[src/verilog/dcache_pkg.sv]
`default_nettype none

package dcache_pkg;

    localparam int PORT_WIDTH         = 32;                    // Data port, one word
    localparam int PORT_BYTES         = PORT_WIDTH / 8;
    localparam int INDEX_BITS_DEFAULT = 4;                     // 16 lines
    localparam int TAG_BITS           = PORT_WIDTH - INDEX_BITS_DEFAULT - 2;

    // Access size of a store, DOUBLE_WORD is served as WORD
    typedef enum logic [1:0] {
        BYTE,
        HALF_WORD,
        WORD,
        DOUBLE_WORD
    } mem_op_width_t;

    // Cache address, seen as a plain word or split into its fields
    typedef union packed {
        logic [PORT_WIDTH - 1:0] raw;
        struct packed {
            logic [TAG_BITS - 1:0]           tag;
            logic [INDEX_BITS_DEFAULT - 1:0] index;
            logic [1:0]                      byte_sel;   // Byte inside the word
        } fields;
    } data_cache_addr_t;

    // Array write enables
    typedef struct packed {
        logic tag;
        logic data;
        logic dirty;
        logic valid;
    } data_cache_enable_t;

endpackage : dcache_pkg

`default_nettype wire

[src/verilog/dcache_port_if.sv]
`timescale 1ns/1ns
`default_nettype none

interface dcache_port_if;
    import dcache_pkg::*;

    logic                    read;          // Start of a lookup
    logic                    write;         // Single cycle write strobe
    data_cache_addr_t        address;
    logic [PORT_BYTES - 1:0] byte_write;    // Byte lanes to update
    logic [PORT_WIDTH - 1:0] data;
    logic                    dirty;
    logic                    valid;
    data_cache_enable_t      enable;        // Fields touched by a write

    logic                    hit;           // Result of the previous read
    logic                    port_free;     // Low while a fill owns the arrays

    modport ctrl (
        output read, write, address, byte_write, data, dirty, valid, enable,
        input  hit, port_free
    );

    modport array (
        input  read, write, address, byte_write, data, dirty, valid, enable,
        output hit, port_free
    );

endinterface : dcache_port_if

`default_nettype wire

[src/verilog/store_cache_control.sv]
`timescale 1ns/1ns
`default_nettype none

module store_cache_control (
    input  logic                                clk_i,
    input  logic                                rst_n_i,

    input  logic                                inval_req_i,
    input  dcache_pkg::data_cache_addr_t        inval_addr_i,
    output logic                                inval_ack_o,

    input  logic                                store_req_i,
    input  logic [dcache_pkg::PORT_WIDTH - 1:0] store_data_i,
    input  dcache_pkg::data_cache_addr_t        store_addr_i,
    input  dcache_pkg::mem_op_width_t           store_width_i,

    dcache_port_if.ctrl                         cache,

    input  logic                                buf_free_i,
    output logic                                buf_push_o,
    output logic [dcache_pkg::PORT_WIDTH - 1:0] buf_addr_o,
    output logic [dcache_pkg::PORT_WIDTH - 1:0] buf_data_o,
    output dcache_pkg::mem_op_width_t           buf_width_o,

    output logic                                done_o,
    output logic                                idle_o
);
    import dcache_pkg::*;

    localparam logic [2:0] S_IDLE         = 3'd0;
    localparam logic [2:0] S_COMPARE_TAG  = 3'd1;
    localparam logic [2:0] S_WRITE_DATA   = 3'd2;
    localparam logic [2:0] S_MEMORY_WRITE = 3'd3;
    localparam logic [2:0] S_INVALIDATE   = 3'd4;

    logic [2:0]              state_q, state_d;
    logic                    inval_q, inval_d;     // Current job is an invalidation
    logic [PORT_BYTES - 1:0] lane_mask;
    logic [PORT_WIDTH - 1:0] lane_data;

    always_ff @(posedge clk_i) begin
        if (!rst_n_i) begin
            state_q <= S_IDLE;
            inval_q <= 1'b0;
        end else begin
            state_q <= state_d;
            inval_q <= inval_d;
        end
    end

    assign idle_o = (state_q == S_IDLE);

    // Missed stores go to the buffer unchanged
    assign buf_addr_o  = store_addr_i.raw;
    assign buf_data_o  = store_data_i;
    assign buf_width_o = store_width_i;

    // Place the store operand on its byte lanes
    always_comb begin : store_align
        case (store_width_i)
            BYTE: begin
                lane_mask = PORT_BYTES'(1) << store_addr_i.fields.byte_sel;
                lane_data = {PORT_BYTES{store_data_i[7:0]}};
            end
            HALF_WORD: begin
                lane_mask = store_addr_i.fields.byte_sel[1] ? 4'b1100 : 4'b0011;
                lane_data = {2{store_data_i[15:0]}};
            end
            default: begin                                   // WORD and DOUBLE_WORD
                lane_mask = '1;
                lane_data = store_data_i;
            end
        endcase
    end : store_align

    always_comb begin : fsm_logic
        state_d     = state_q;
        inval_d     = inval_q;
        done_o      = 1'b0;
        inval_ack_o = 1'b0;
        buf_push_o  = 1'b0;

        cache.read       = 1'b0;
        cache.write      = 1'b0;
        cache.address    = '0;
        cache.byte_write = '0;
        cache.data       = '0;
        cache.dirty      = 1'b0;
        cache.valid      = 1'b0;
        cache.enable     = '0;

        case (state_q)
            S_IDLE: begin
                if (cache.port_free && inval_req_i) begin      // Invalidation first
                    state_d       = S_COMPARE_TAG;
                    inval_d       = 1'b1;
                    inval_ack_o   = 1'b1;
                    cache.read    = 1'b1;
                    cache.address = inval_addr_i;
                end else if (cache.port_free && store_req_i) begin
                    state_d       = S_COMPARE_TAG;
                    inval_d       = 1'b0;
                    cache.read    = 1'b1;
                    cache.address = store_addr_i;
                end
            end

            S_COMPARE_TAG: begin
                if (inval_q) begin
                    cache.address = inval_addr_i;
                    if (cache.hit) begin
                        state_d = S_INVALIDATE;
                    end else begin
                        state_d = S_IDLE;                      // Line not present
                        done_o  = 1'b1;
                    end
                end else begin
                    cache.address = store_addr_i;
                    state_d = cache.hit ? S_WRITE_DATA : S_MEMORY_WRITE;
                end
            end

            S_WRITE_DATA: begin
                cache.address = store_addr_i;
                if (cache.port_free) begin
                    cache.write        = 1'b1;
                    cache.byte_write   = lane_mask;
                    cache.data         = lane_data;
                    cache.dirty        = 1'b1;
                    cache.enable.data  = 1'b1;
                    cache.enable.dirty = 1'b1;
                    done_o  = 1'b1;
                    state_d = S_IDLE;
                end
            end

            S_MEMORY_WRITE: begin
                if (buf_free_i) begin                          // Hold on a full buffer
                    buf_push_o = 1'b1;
                    done_o     = 1'b1;
                    state_d    = S_IDLE;
                end
            end

            S_INVALIDATE: begin
                cache.address = inval_addr_i;
                if (cache.port_free) begin
                    cache.write        = 1'b1;
                    cache.valid        = 1'b0;
                    cache.enable.valid = 1'b1;
                    done_o  = 1'b1;
                    state_d = S_IDLE;
                end
            end

            default: begin
                state_d = S_IDLE;
            end
        endcase
    end : fsm_logic

endmodule : store_cache_control

`default_nettype wire

[src/verilog/dcache_arrays.sv]
`timescale 1ns/1ns
`default_nettype none

module dcache_arrays #(
    parameter int INDEX_BITS = dcache_pkg::INDEX_BITS_DEFAULT
) (
    input  logic                                clk_i,
    input  logic                                rst_n_i,

    dcache_port_if.array                        cache,

    input  logic                                fill_i,
    input  dcache_pkg::data_cache_addr_t        fill_addr_i,
    input  logic [dcache_pkg::PORT_WIDTH - 1:0] fill_data_i,

    input  dcache_pkg::data_cache_addr_t        load_addr_i,
    output logic                                load_hit_o,
    output logic [dcache_pkg::PORT_WIDTH - 1:0] load_data_o
);
    import dcache_pkg::*;

    localparam int LINES  = 2 ** INDEX_BITS;
    localparam int TAG_W  = PORT_WIDTH - INDEX_BITS - 2;

    logic [TAG_W - 1:0]      tag_mem   [LINES];
    logic [PORT_WIDTH - 1:0] data_mem  [LINES];
    logic [LINES - 1:0]      dirty_mem;
    logic [LINES - 1:0]      valid_q;

    logic [INDEX_BITS - 1:0] rd_index, rd_index_q, wr_index, fill_index, load_index;
    logic [TAG_W - 1:0]      rd_tag, rd_tag_q, wr_tag, fill_tag, load_tag;

    // Only the configured index bits take part
    assign rd_index   = cache.address.raw[INDEX_BITS + 1:2];
    assign rd_tag     = cache.address.raw[PORT_WIDTH - 1:INDEX_BITS + 2];
    assign wr_index   = rd_index;                            // Same address lines
    assign wr_tag     = rd_tag;
    assign fill_index = fill_addr_i.raw[INDEX_BITS + 1:2];
    assign fill_tag   = fill_addr_i.raw[PORT_WIDTH - 1:INDEX_BITS + 2];
    assign load_index = load_addr_i.raw[INDEX_BITS + 1:2];
    assign load_tag   = load_addr_i.raw[PORT_WIDTH - 1:INDEX_BITS + 2];

    assign cache.port_free = !fill_i;                        // Fill owns the arrays

    always_ff @(posedge clk_i) begin
        if (cache.read) begin
            rd_index_q <= rd_index;
            rd_tag_q   <= rd_tag;
        end
    end

    assign cache.hit = valid_q[rd_index_q] && (tag_mem[rd_index_q] == rd_tag_q);

    always_ff @(posedge clk_i) begin
        if (!rst_n_i) begin
            valid_q <= '0;
        end else if (fill_i) begin
            valid_q[fill_index] <= 1'b1;
        end else if (cache.write && cache.enable.valid) begin
            valid_q[wr_index] <= cache.valid;
        end
    end

    always_ff @(posedge clk_i) begin
        if (fill_i) begin
            tag_mem[fill_index]   <= fill_tag;
            data_mem[fill_index]  <= fill_data_i;
            dirty_mem[fill_index] <= 1'b0;                   // Installed clean
        end else if (cache.write) begin
            if (cache.enable.tag) begin
                tag_mem[wr_index] <= wr_tag;
            end
            if (cache.enable.dirty) begin
                dirty_mem[wr_index] <= cache.dirty;
            end
            if (cache.enable.data) begin
                for (int b = 0; b < PORT_BYTES; b++) begin
                    if (cache.byte_write[b]) begin
                        data_mem[wr_index][8 * b +: 8] <= cache.data[8 * b +: 8];
                    end
                end
            end
        end
    end

    // Load port, one cycle latency
    always_ff @(posedge clk_i) begin
        if (!rst_n_i) begin
            load_hit_o <= 1'b0;
        end else begin
            load_hit_o <= valid_q[load_index] && (tag_mem[load_index] == load_tag);
        end
    end

    always_ff @(posedge clk_i) begin
        load_data_o <= data_mem[load_index];
    end

endmodule : dcache_arrays

`default_nettype wire

[src/verilog/store_buffer.sv]
`timescale 1ns/1ns
`default_nettype none

module store_buffer #(
    parameter int DEPTH = 4
) (
    input  logic                                clk_i,
    input  logic                                rst_n_i,

    input  logic                                push_i,
    input  logic [dcache_pkg::PORT_WIDTH - 1:0] addr_i,
    input  logic [dcache_pkg::PORT_WIDTH - 1:0] data_i,
    input  dcache_pkg::mem_op_width_t           width_i,
    output logic                                free_o,

    output logic                                mem_req_o,
    output logic [dcache_pkg::PORT_WIDTH - 1:0] mem_addr_o,
    output logic [dcache_pkg::PORT_WIDTH - 1:0] mem_data_o,
    output dcache_pkg::mem_op_width_t           mem_width_o,
    input  logic                                mem_ack_i
);
    import dcache_pkg::*;

    localparam int PTR_BITS = (DEPTH > 1) ? $clog2(DEPTH) : 1;

    logic [PORT_WIDTH - 1:0] addr_mem  [DEPTH];
    logic [PORT_WIDTH - 1:0] data_mem  [DEPTH];
    mem_op_width_t           width_mem [DEPTH];

    logic [PTR_BITS - 1:0]   wr_ptr_q, rd_ptr_q;
    logic [PTR_BITS:0]       count_q;
    logic                    push, pop;

    assign free_o    = (count_q != (PTR_BITS + 1)'(DEPTH));
    assign mem_req_o = (count_q != '0);
    assign push      = push_i && free_o;
    assign pop       = mem_req_o && mem_ack_i;

    // Head entry, held until popped
    assign mem_addr_o  = addr_mem[rd_ptr_q];
    assign mem_data_o  = data_mem[rd_ptr_q];
    assign mem_width_o = width_mem[rd_ptr_q];

    always_ff @(posedge clk_i) begin
        if (push) begin
            addr_mem[wr_ptr_q]  <= addr_i;
            data_mem[wr_ptr_q]  <= data_i;
            width_mem[wr_ptr_q] <= width_i;
        end
    end

    always_ff @(posedge clk_i) begin
        if (!rst_n_i) begin
            wr_ptr_q <= '0;
            rd_ptr_q <= '0;
            count_q  <= '0;
        end else begin
            if (push) begin
                wr_ptr_q <= (wr_ptr_q == PTR_BITS'(DEPTH - 1)) ? '0 : wr_ptr_q + 1'b1;
            end
            if (pop) begin
                rd_ptr_q <= (rd_ptr_q == PTR_BITS'(DEPTH - 1)) ? '0 : rd_ptr_q + 1'b1;
            end
            if (push && !pop) begin
                count_q <= count_q + 1'b1;
            end else if (pop && !push) begin
                count_q <= count_q - 1'b1;
            end
        end
    end

endmodule : store_buffer

`default_nettype wire

[src/verilog/store_subsystem_top.sv]
`timescale 1ns/1ns
`default_nettype none

module store_subsystem_top #(
    parameter int INDEX_BITS = dcache_pkg::INDEX_BITS_DEFAULT,
    parameter int BUF_DEPTH  = 4
) (
    input  logic                                clk_i,
    input  logic                                rst_n_i,

    input  logic                                inval_req_i,
    input  logic [dcache_pkg::PORT_WIDTH - 1:0] inval_addr_i,
    output logic                                inval_ack_o,

    input  logic                                store_req_i,
    input  logic [dcache_pkg::PORT_WIDTH - 1:0] store_data_i,
    input  logic [dcache_pkg::PORT_WIDTH - 1:0] store_addr_i,
    input  dcache_pkg::mem_op_width_t           store_width_i,
    output logic                                done_o,
    output logic                                idle_o,

    input  logic                                fill_i,
    input  logic [dcache_pkg::PORT_WIDTH - 1:0] fill_addr_i,
    input  logic [dcache_pkg::PORT_WIDTH - 1:0] fill_data_i,

    input  logic [dcache_pkg::PORT_WIDTH - 1:0] load_addr_i,
    output logic                                load_hit_o,
    output logic [dcache_pkg::PORT_WIDTH - 1:0] load_data_o,

    output logic                                mem_req_o,
    output logic [dcache_pkg::PORT_WIDTH - 1:0] mem_addr_o,
    output logic [dcache_pkg::PORT_WIDTH - 1:0] mem_data_o,
    output dcache_pkg::mem_op_width_t           mem_width_o,
    input  logic                                mem_ack_i
);
    import dcache_pkg::*;

    logic                    buf_free;
    logic                    buf_push;
    logic [PORT_WIDTH - 1:0] buf_addr;
    logic [PORT_WIDTH - 1:0] buf_data;
    mem_op_width_t           buf_width;

    dcache_port_if cache_if ();

    store_cache_control u_control (
        .clk_i         (clk_i),
        .rst_n_i       (rst_n_i),
        .inval_req_i   (inval_req_i),
        .inval_addr_i  (inval_addr_i),
        .inval_ack_o   (inval_ack_o),
        .store_req_i   (store_req_i),
        .store_data_i  (store_data_i),
        .store_addr_i  (store_addr_i),
        .store_width_i (store_width_i),
        .cache         (cache_if.ctrl),
        .buf_free_i    (buf_free),
        .buf_push_o    (buf_push),
        .buf_addr_o    (buf_addr),
        .buf_data_o    (buf_data),
        .buf_width_o   (buf_width),
        .done_o        (done_o),
        .idle_o        (idle_o)
    );

    dcache_arrays #(
        .INDEX_BITS (INDEX_BITS)
    ) u_arrays (
        .clk_i       (clk_i),
        .rst_n_i     (rst_n_i),
        .cache       (cache_if.array),
        .fill_i      (fill_i),
        .fill_addr_i (fill_addr_i),
        .fill_data_i (fill_data_i),
        .load_addr_i (load_addr_i),
        .load_hit_o  (load_hit_o),
        .load_data_o (load_data_o)
    );

    store_buffer #(
        .DEPTH (BUF_DEPTH)
    ) u_buffer (
        .clk_i       (clk_i),
        .rst_n_i     (rst_n_i),
        .push_i      (buf_push),
        .addr_i      (buf_addr),
        .data_i      (buf_data),
        .width_i     (buf_width),
        .free_o      (buf_free),
        .mem_req_o   (mem_req_o),
        .mem_addr_o  (mem_addr_o),
        .mem_data_o  (mem_data_o),
        .mem_width_o (mem_width_o),
        .mem_ack_i   (mem_ack_i)
    );

endmodule : store_subsystem_top

`default_nettype wire

[config.mk]
export PLATFORM = sky130hd
export DESIGN_NAME = store_subsystem_top
export DESIGN_NICKNAME = d
export VERILOG_FILES = /design/src/verilog/dcache_pkg.sv /design/src/verilog/dcache_port_if.sv /design/src/verilog/store_cache_control.sv /design/src/verilog/dcache_arrays.sv /design/src/verilog/store_buffer.sv /design/src/verilog/store_subsystem_top.sv
export SDC_FILE = /design/constraint.sdc
export NUM_CORES = 1
export LEC_CHECK = 0
export BUFFER_PORTS_ARGS = -buffer_cell sky130_fd_sc_hd__buf_4
export CAP_MARGIN = 20
export CORE_ASPECT_RATIO = 0.9
export CORE_MARGIN = 4
export CORE_UTILIZATION = 40
export DETAILED_ROUTE_END_ITERATION = 8
export SKIP_CTS_REPAIR_TIMING = 1
export SLEW_MARGIN = 20
export SYNTH_ARGS = -nofsm -noshare
export SYNTH_HDL_FRONTEND = slang
export SYNTH_SLANG_ARGS = --single-unit
[constraint.sdc]
create_clock -name clk_i -period 6.7 [get_ports clk_i]
set_input_delay 1.005 -clock clk_i [delete_from_list [all_inputs] [get_ports clk_i]]
set_output_delay 1.005 -clock clk_i [all_outputs]
set_load 0.02 [all_outputs]
==> key figures <==
CTS
  – Clk Tree Root Cell: clkbuf_16
  – Clock tree buffer depth: 3
  – Clk_lat worst skew: roughly 750 ps
  – CTS Buf Count: about 140
  – CTS HTree Levels: 4
  – Sink Count: 1288
  – CTS tree: yes
  – Clock-pin slew on the worst setup and hold paths: 70 ps

Synth
  – Synth warn: 0
  – Cell variety after synth: 56
  – Synth Register Bits: between 1k and 1.5k
  – Largest cells by area after synthesis: edfxtp_1 69%, mux4_2 19%, dfxtp_1 2.5%
  – Mean Syn Cell Area: 21.0 um2
  – Top-area cell type share of the netlist area: 68.9%
  – Most frequent cell after synthesis: edfxtp_1
  – Area leader, netlist: edfxtp_1
  – Post-synth EDFFs: 1222
  – Syn nets: 2742
  – Synth Instances: between 2k and 3k
  – Sequential element share of the synthesized area: 71.4%
  – Synth Cell Area: approximately 0.053 mm2
  – Top FF cell, synth: edfxtp_1
  – Synth async-reset ratio: 0%
  – Top cells by count, synth: 1222 x edfxtp_1, 461 x mux4_2, 121 x nor2_1, 90 x nand2_1, 74 x clkbuf_1

GRT
  – First-pass GRT wire length: between 200 and 250 mm
  – Antenna violations before repair: 11
  – Total track usage: about a fifth
  – Vias in the first global route: 28.4k
  – Largest net degree at the start of global routing: 104
  – GR Overflow Total: 0

Power and ir drop
  – Clk pwr share: between 30 and 40%
  – Leakage: 20.1 nW
  – Reg power frac: roughly 48%
  – Peak supply drop: 0.000197 V
  – P_int: roughly 14 mW
  – PwrDens: 309 mW/mm2
  – Sw power: ~4.7 mW
  – Sw Ratio: between 20% and 30%
  – Combinational Power Share: roughly an eighth

Timing
  – Max Slew Vio Count: 0
  – Tcrit/Tclk final: a little over 80%
  – Worst relative slew slack: 19.9%
  – Max Clock Skew: between 40 and 50 ps
  – Post-layout min period: 5430 ps
  – Final setup vio count: 0
  – Worst slew pin tran: between 1000 and 1500 ps
  – Worst setup margin: around 1300 ps
  – RSZ-0062 raised after global routing: no
  – Fmax: roughly 180 MHz
  – Final Hold Fails: 0
  – Setup tns final: 0 ps

Drt
  – DRC: 0
  – Wire per inst: around 30 um
  – Drt first pass iters: 5
  – Final WL: roughly 140 mm
  – DR vias: ~27k
  – Vias per cell: just under 6
  – Number of routed nets with antenna violations: 0
  – DR iter-0 viols: 2973

Worst setup path
  – CP Buf/Inv Count: 2
  – Crit-path max cell delay: ~780 ps
  – Crit end category: output port
  – Largest fanout on the critical path: 30
  – Worst path cell trace: buf_4 > mux4_2 > and2_1 > a211oi_1 > a31oi_1 > xor2_1 > nor4_1 > and4_1 > o21ai_1 > buf_4
  – Crit path required time: 5690 ps
  – WP data arrival: between 4000 and 5000 ps
  – Startpoint class of the critical path: flip-flop
  – Critical path type: flip-flop to output port
  – Cell repeated most along the worst path: buf_4
  – Cell family contributing the most delay on the critical path: compound AO/OA/AOI/OAI gates
  – Critical path's slowest cell: a31oi_1

Finish
  – Post-route cell area: slightly above 0.06 mm2
  – Layout cells sized above 1: 35.7%
  – Nets: just over 3k
  – Post-layout util: between 40% and 50%
  – Area grow syn2layout: 16.5%
  – Fillers: about 11k

Placement
  – Final HPWL DP: between 80 and 90 mm
  – GPL Wtd Cong: about 0.86
  – Placement Setup Slack: between 2000 and 2500 ps
  – Area post-placement: roughly 0.058 mm2
  – Port Buffer Count: 296

Floorplanning
  – IO Count: roughly 300
  – Std cell rows: approximately 130
  – Core area: around 0.13 mm2
  – Die height: approximately 350 um
  – Die area: between 0.1 and 0.15 mm2
  – Die Wd: a little under 400 um
  – Initial Util: between 40 and 50%

Flow run
  – Max-cap check violation count: 0

Min path
  – Hold crit path type: primary input to flip-flop

Status
  – Status: finished, final reports clean
-- worst register-to-register path, stage by stage, from the launching register on --
cell and delay [ps]:
dfxtp_1 480, nor2b_1 370, nand2_1 130, a21oi_2 150, buf_4 340, a22oi_1 270
o21ai_0 580, nor2b_1 330, nand2_1 280, nor2_1 960
-- logic make-up (layout without fill, tap and decap cells) --
kind of cell / after synthesis / after routing / synth area share (%)
mux: 544 / 544 / 21.3
xor+xnor: 68 / 68 / 1.15
other cells: 0 / 9 / 0
flops: 1288 / 1288 / 71.4
simple gates: 304 / 304 / 2.60
compound gates: 164 / 164 / 1.94
fa+ha+maj: 7 / 7 / 0.178
buf+inv: 160 / 616 / 1.44
-- sequential cells by signal, summed over array words and instances (netlist names), 3 cells and up, named ones only --
| register | flops |
|---|---|
| u_buffer.width_mem | 8 |
| u_arrays.data_mem | 512 |
| u_buffer.count_q | 3 |
| u_buffer.addr_mem | 128 |
| u_arrays.rd_tag_q | 26 |
| u_control.state_q | 3 |
| u_arrays.valid_q | 16 |
| u_buffer.data_mem | 128 |
| u_arrays.rd_index_q | 4 |
| u_arrays.tag_mem | 416 |
| u_arrays.load_data_o | 32 |
-- cell usage in the layout, fill, tap and decap left out, types with 27 or more instances in the layout --
cell type,n
dfxtp_1,60
edfxtp_1,1222
mux2i_1,71
clkbuf_1,41
a22o_1,27
nor2_1,99
xnor2_1,40
mux4_2,461
buf_4,353
a21oi_1,45
clkbuf_16,141
nand2_1,90
o21ai_0,44
-- per-stage QoR --
stage / cells / hold slack (ps) / power [mW]
final: 4728 / 458 / 19.1
after global routing: 4724 / 418 / 19.9
after CTS: 4718 / 390 / 19.4
after detailed placement: 4471 / 468 / 11.9
after global placement: 4471 / 472 / 11.9
after floorplan: 2535 / 454 / 10.9
-- area by class of cell --
type / count / area (um2) / share of cell area (%)
inverters: 11 / 41.3 / 0.0665
clock inverters: 60 / 648 / 1.04
multi-input cells: 1087 / 14700 / 23.6
flip-flops and latches: 1288 / 38000 / 61.3
well taps: 1728 / 2160 / 3.48
diodes: 9 / 22.5 / 0.0363
clock buffers: 187 / 3750 / 6.04
repair buffers: 358 / 2740 / 4.41
-- power by group through the flow --
| stage | clock network, mW | registers, mW | logic [mW] |
|---|---|---|---|
| 6_report | 7.42 | 9.27 | 2.46 |
| 5_1_grt | 7.96 | 9.30 | 2.63 |
| 4_1_cts | 7.59 | 9.28 | 2.49 |
| 3_5_place_dp | 0 | 9.45 | 2.48 |
| 3_3_place_gp | 0 | 9.44 | 2.45 |
| 2_1_floorplan | 0 | 9.29 | 1.63 |
-- path summary, 6_finish.rpt --
path	start	cells past startpoint	to	slack, ps
hold / removal	store_addr_i[14]	1	u_buffer.addr_mem[1][14]	460
setup reg to reg	u_control.state_q[0]	9	u_arrays.data_mem[13][19]	2440
hold reg to reg	u_buffer.rd_ptr_q[1]	2	flip-flop	470
setup / recovery	flip-flop	10	done_o	1270
-- layer usage --
layer	routed length, um	global-route usage [%]	part of all wire [%]
met2	66700	31.2	47
met3	12100	5.40	8.6
met1	58200	28.1	41
met5	34	0	0.024
met4	4070	6.78	2.9
No activity file was read; power rests on OpenSTA's default activity.
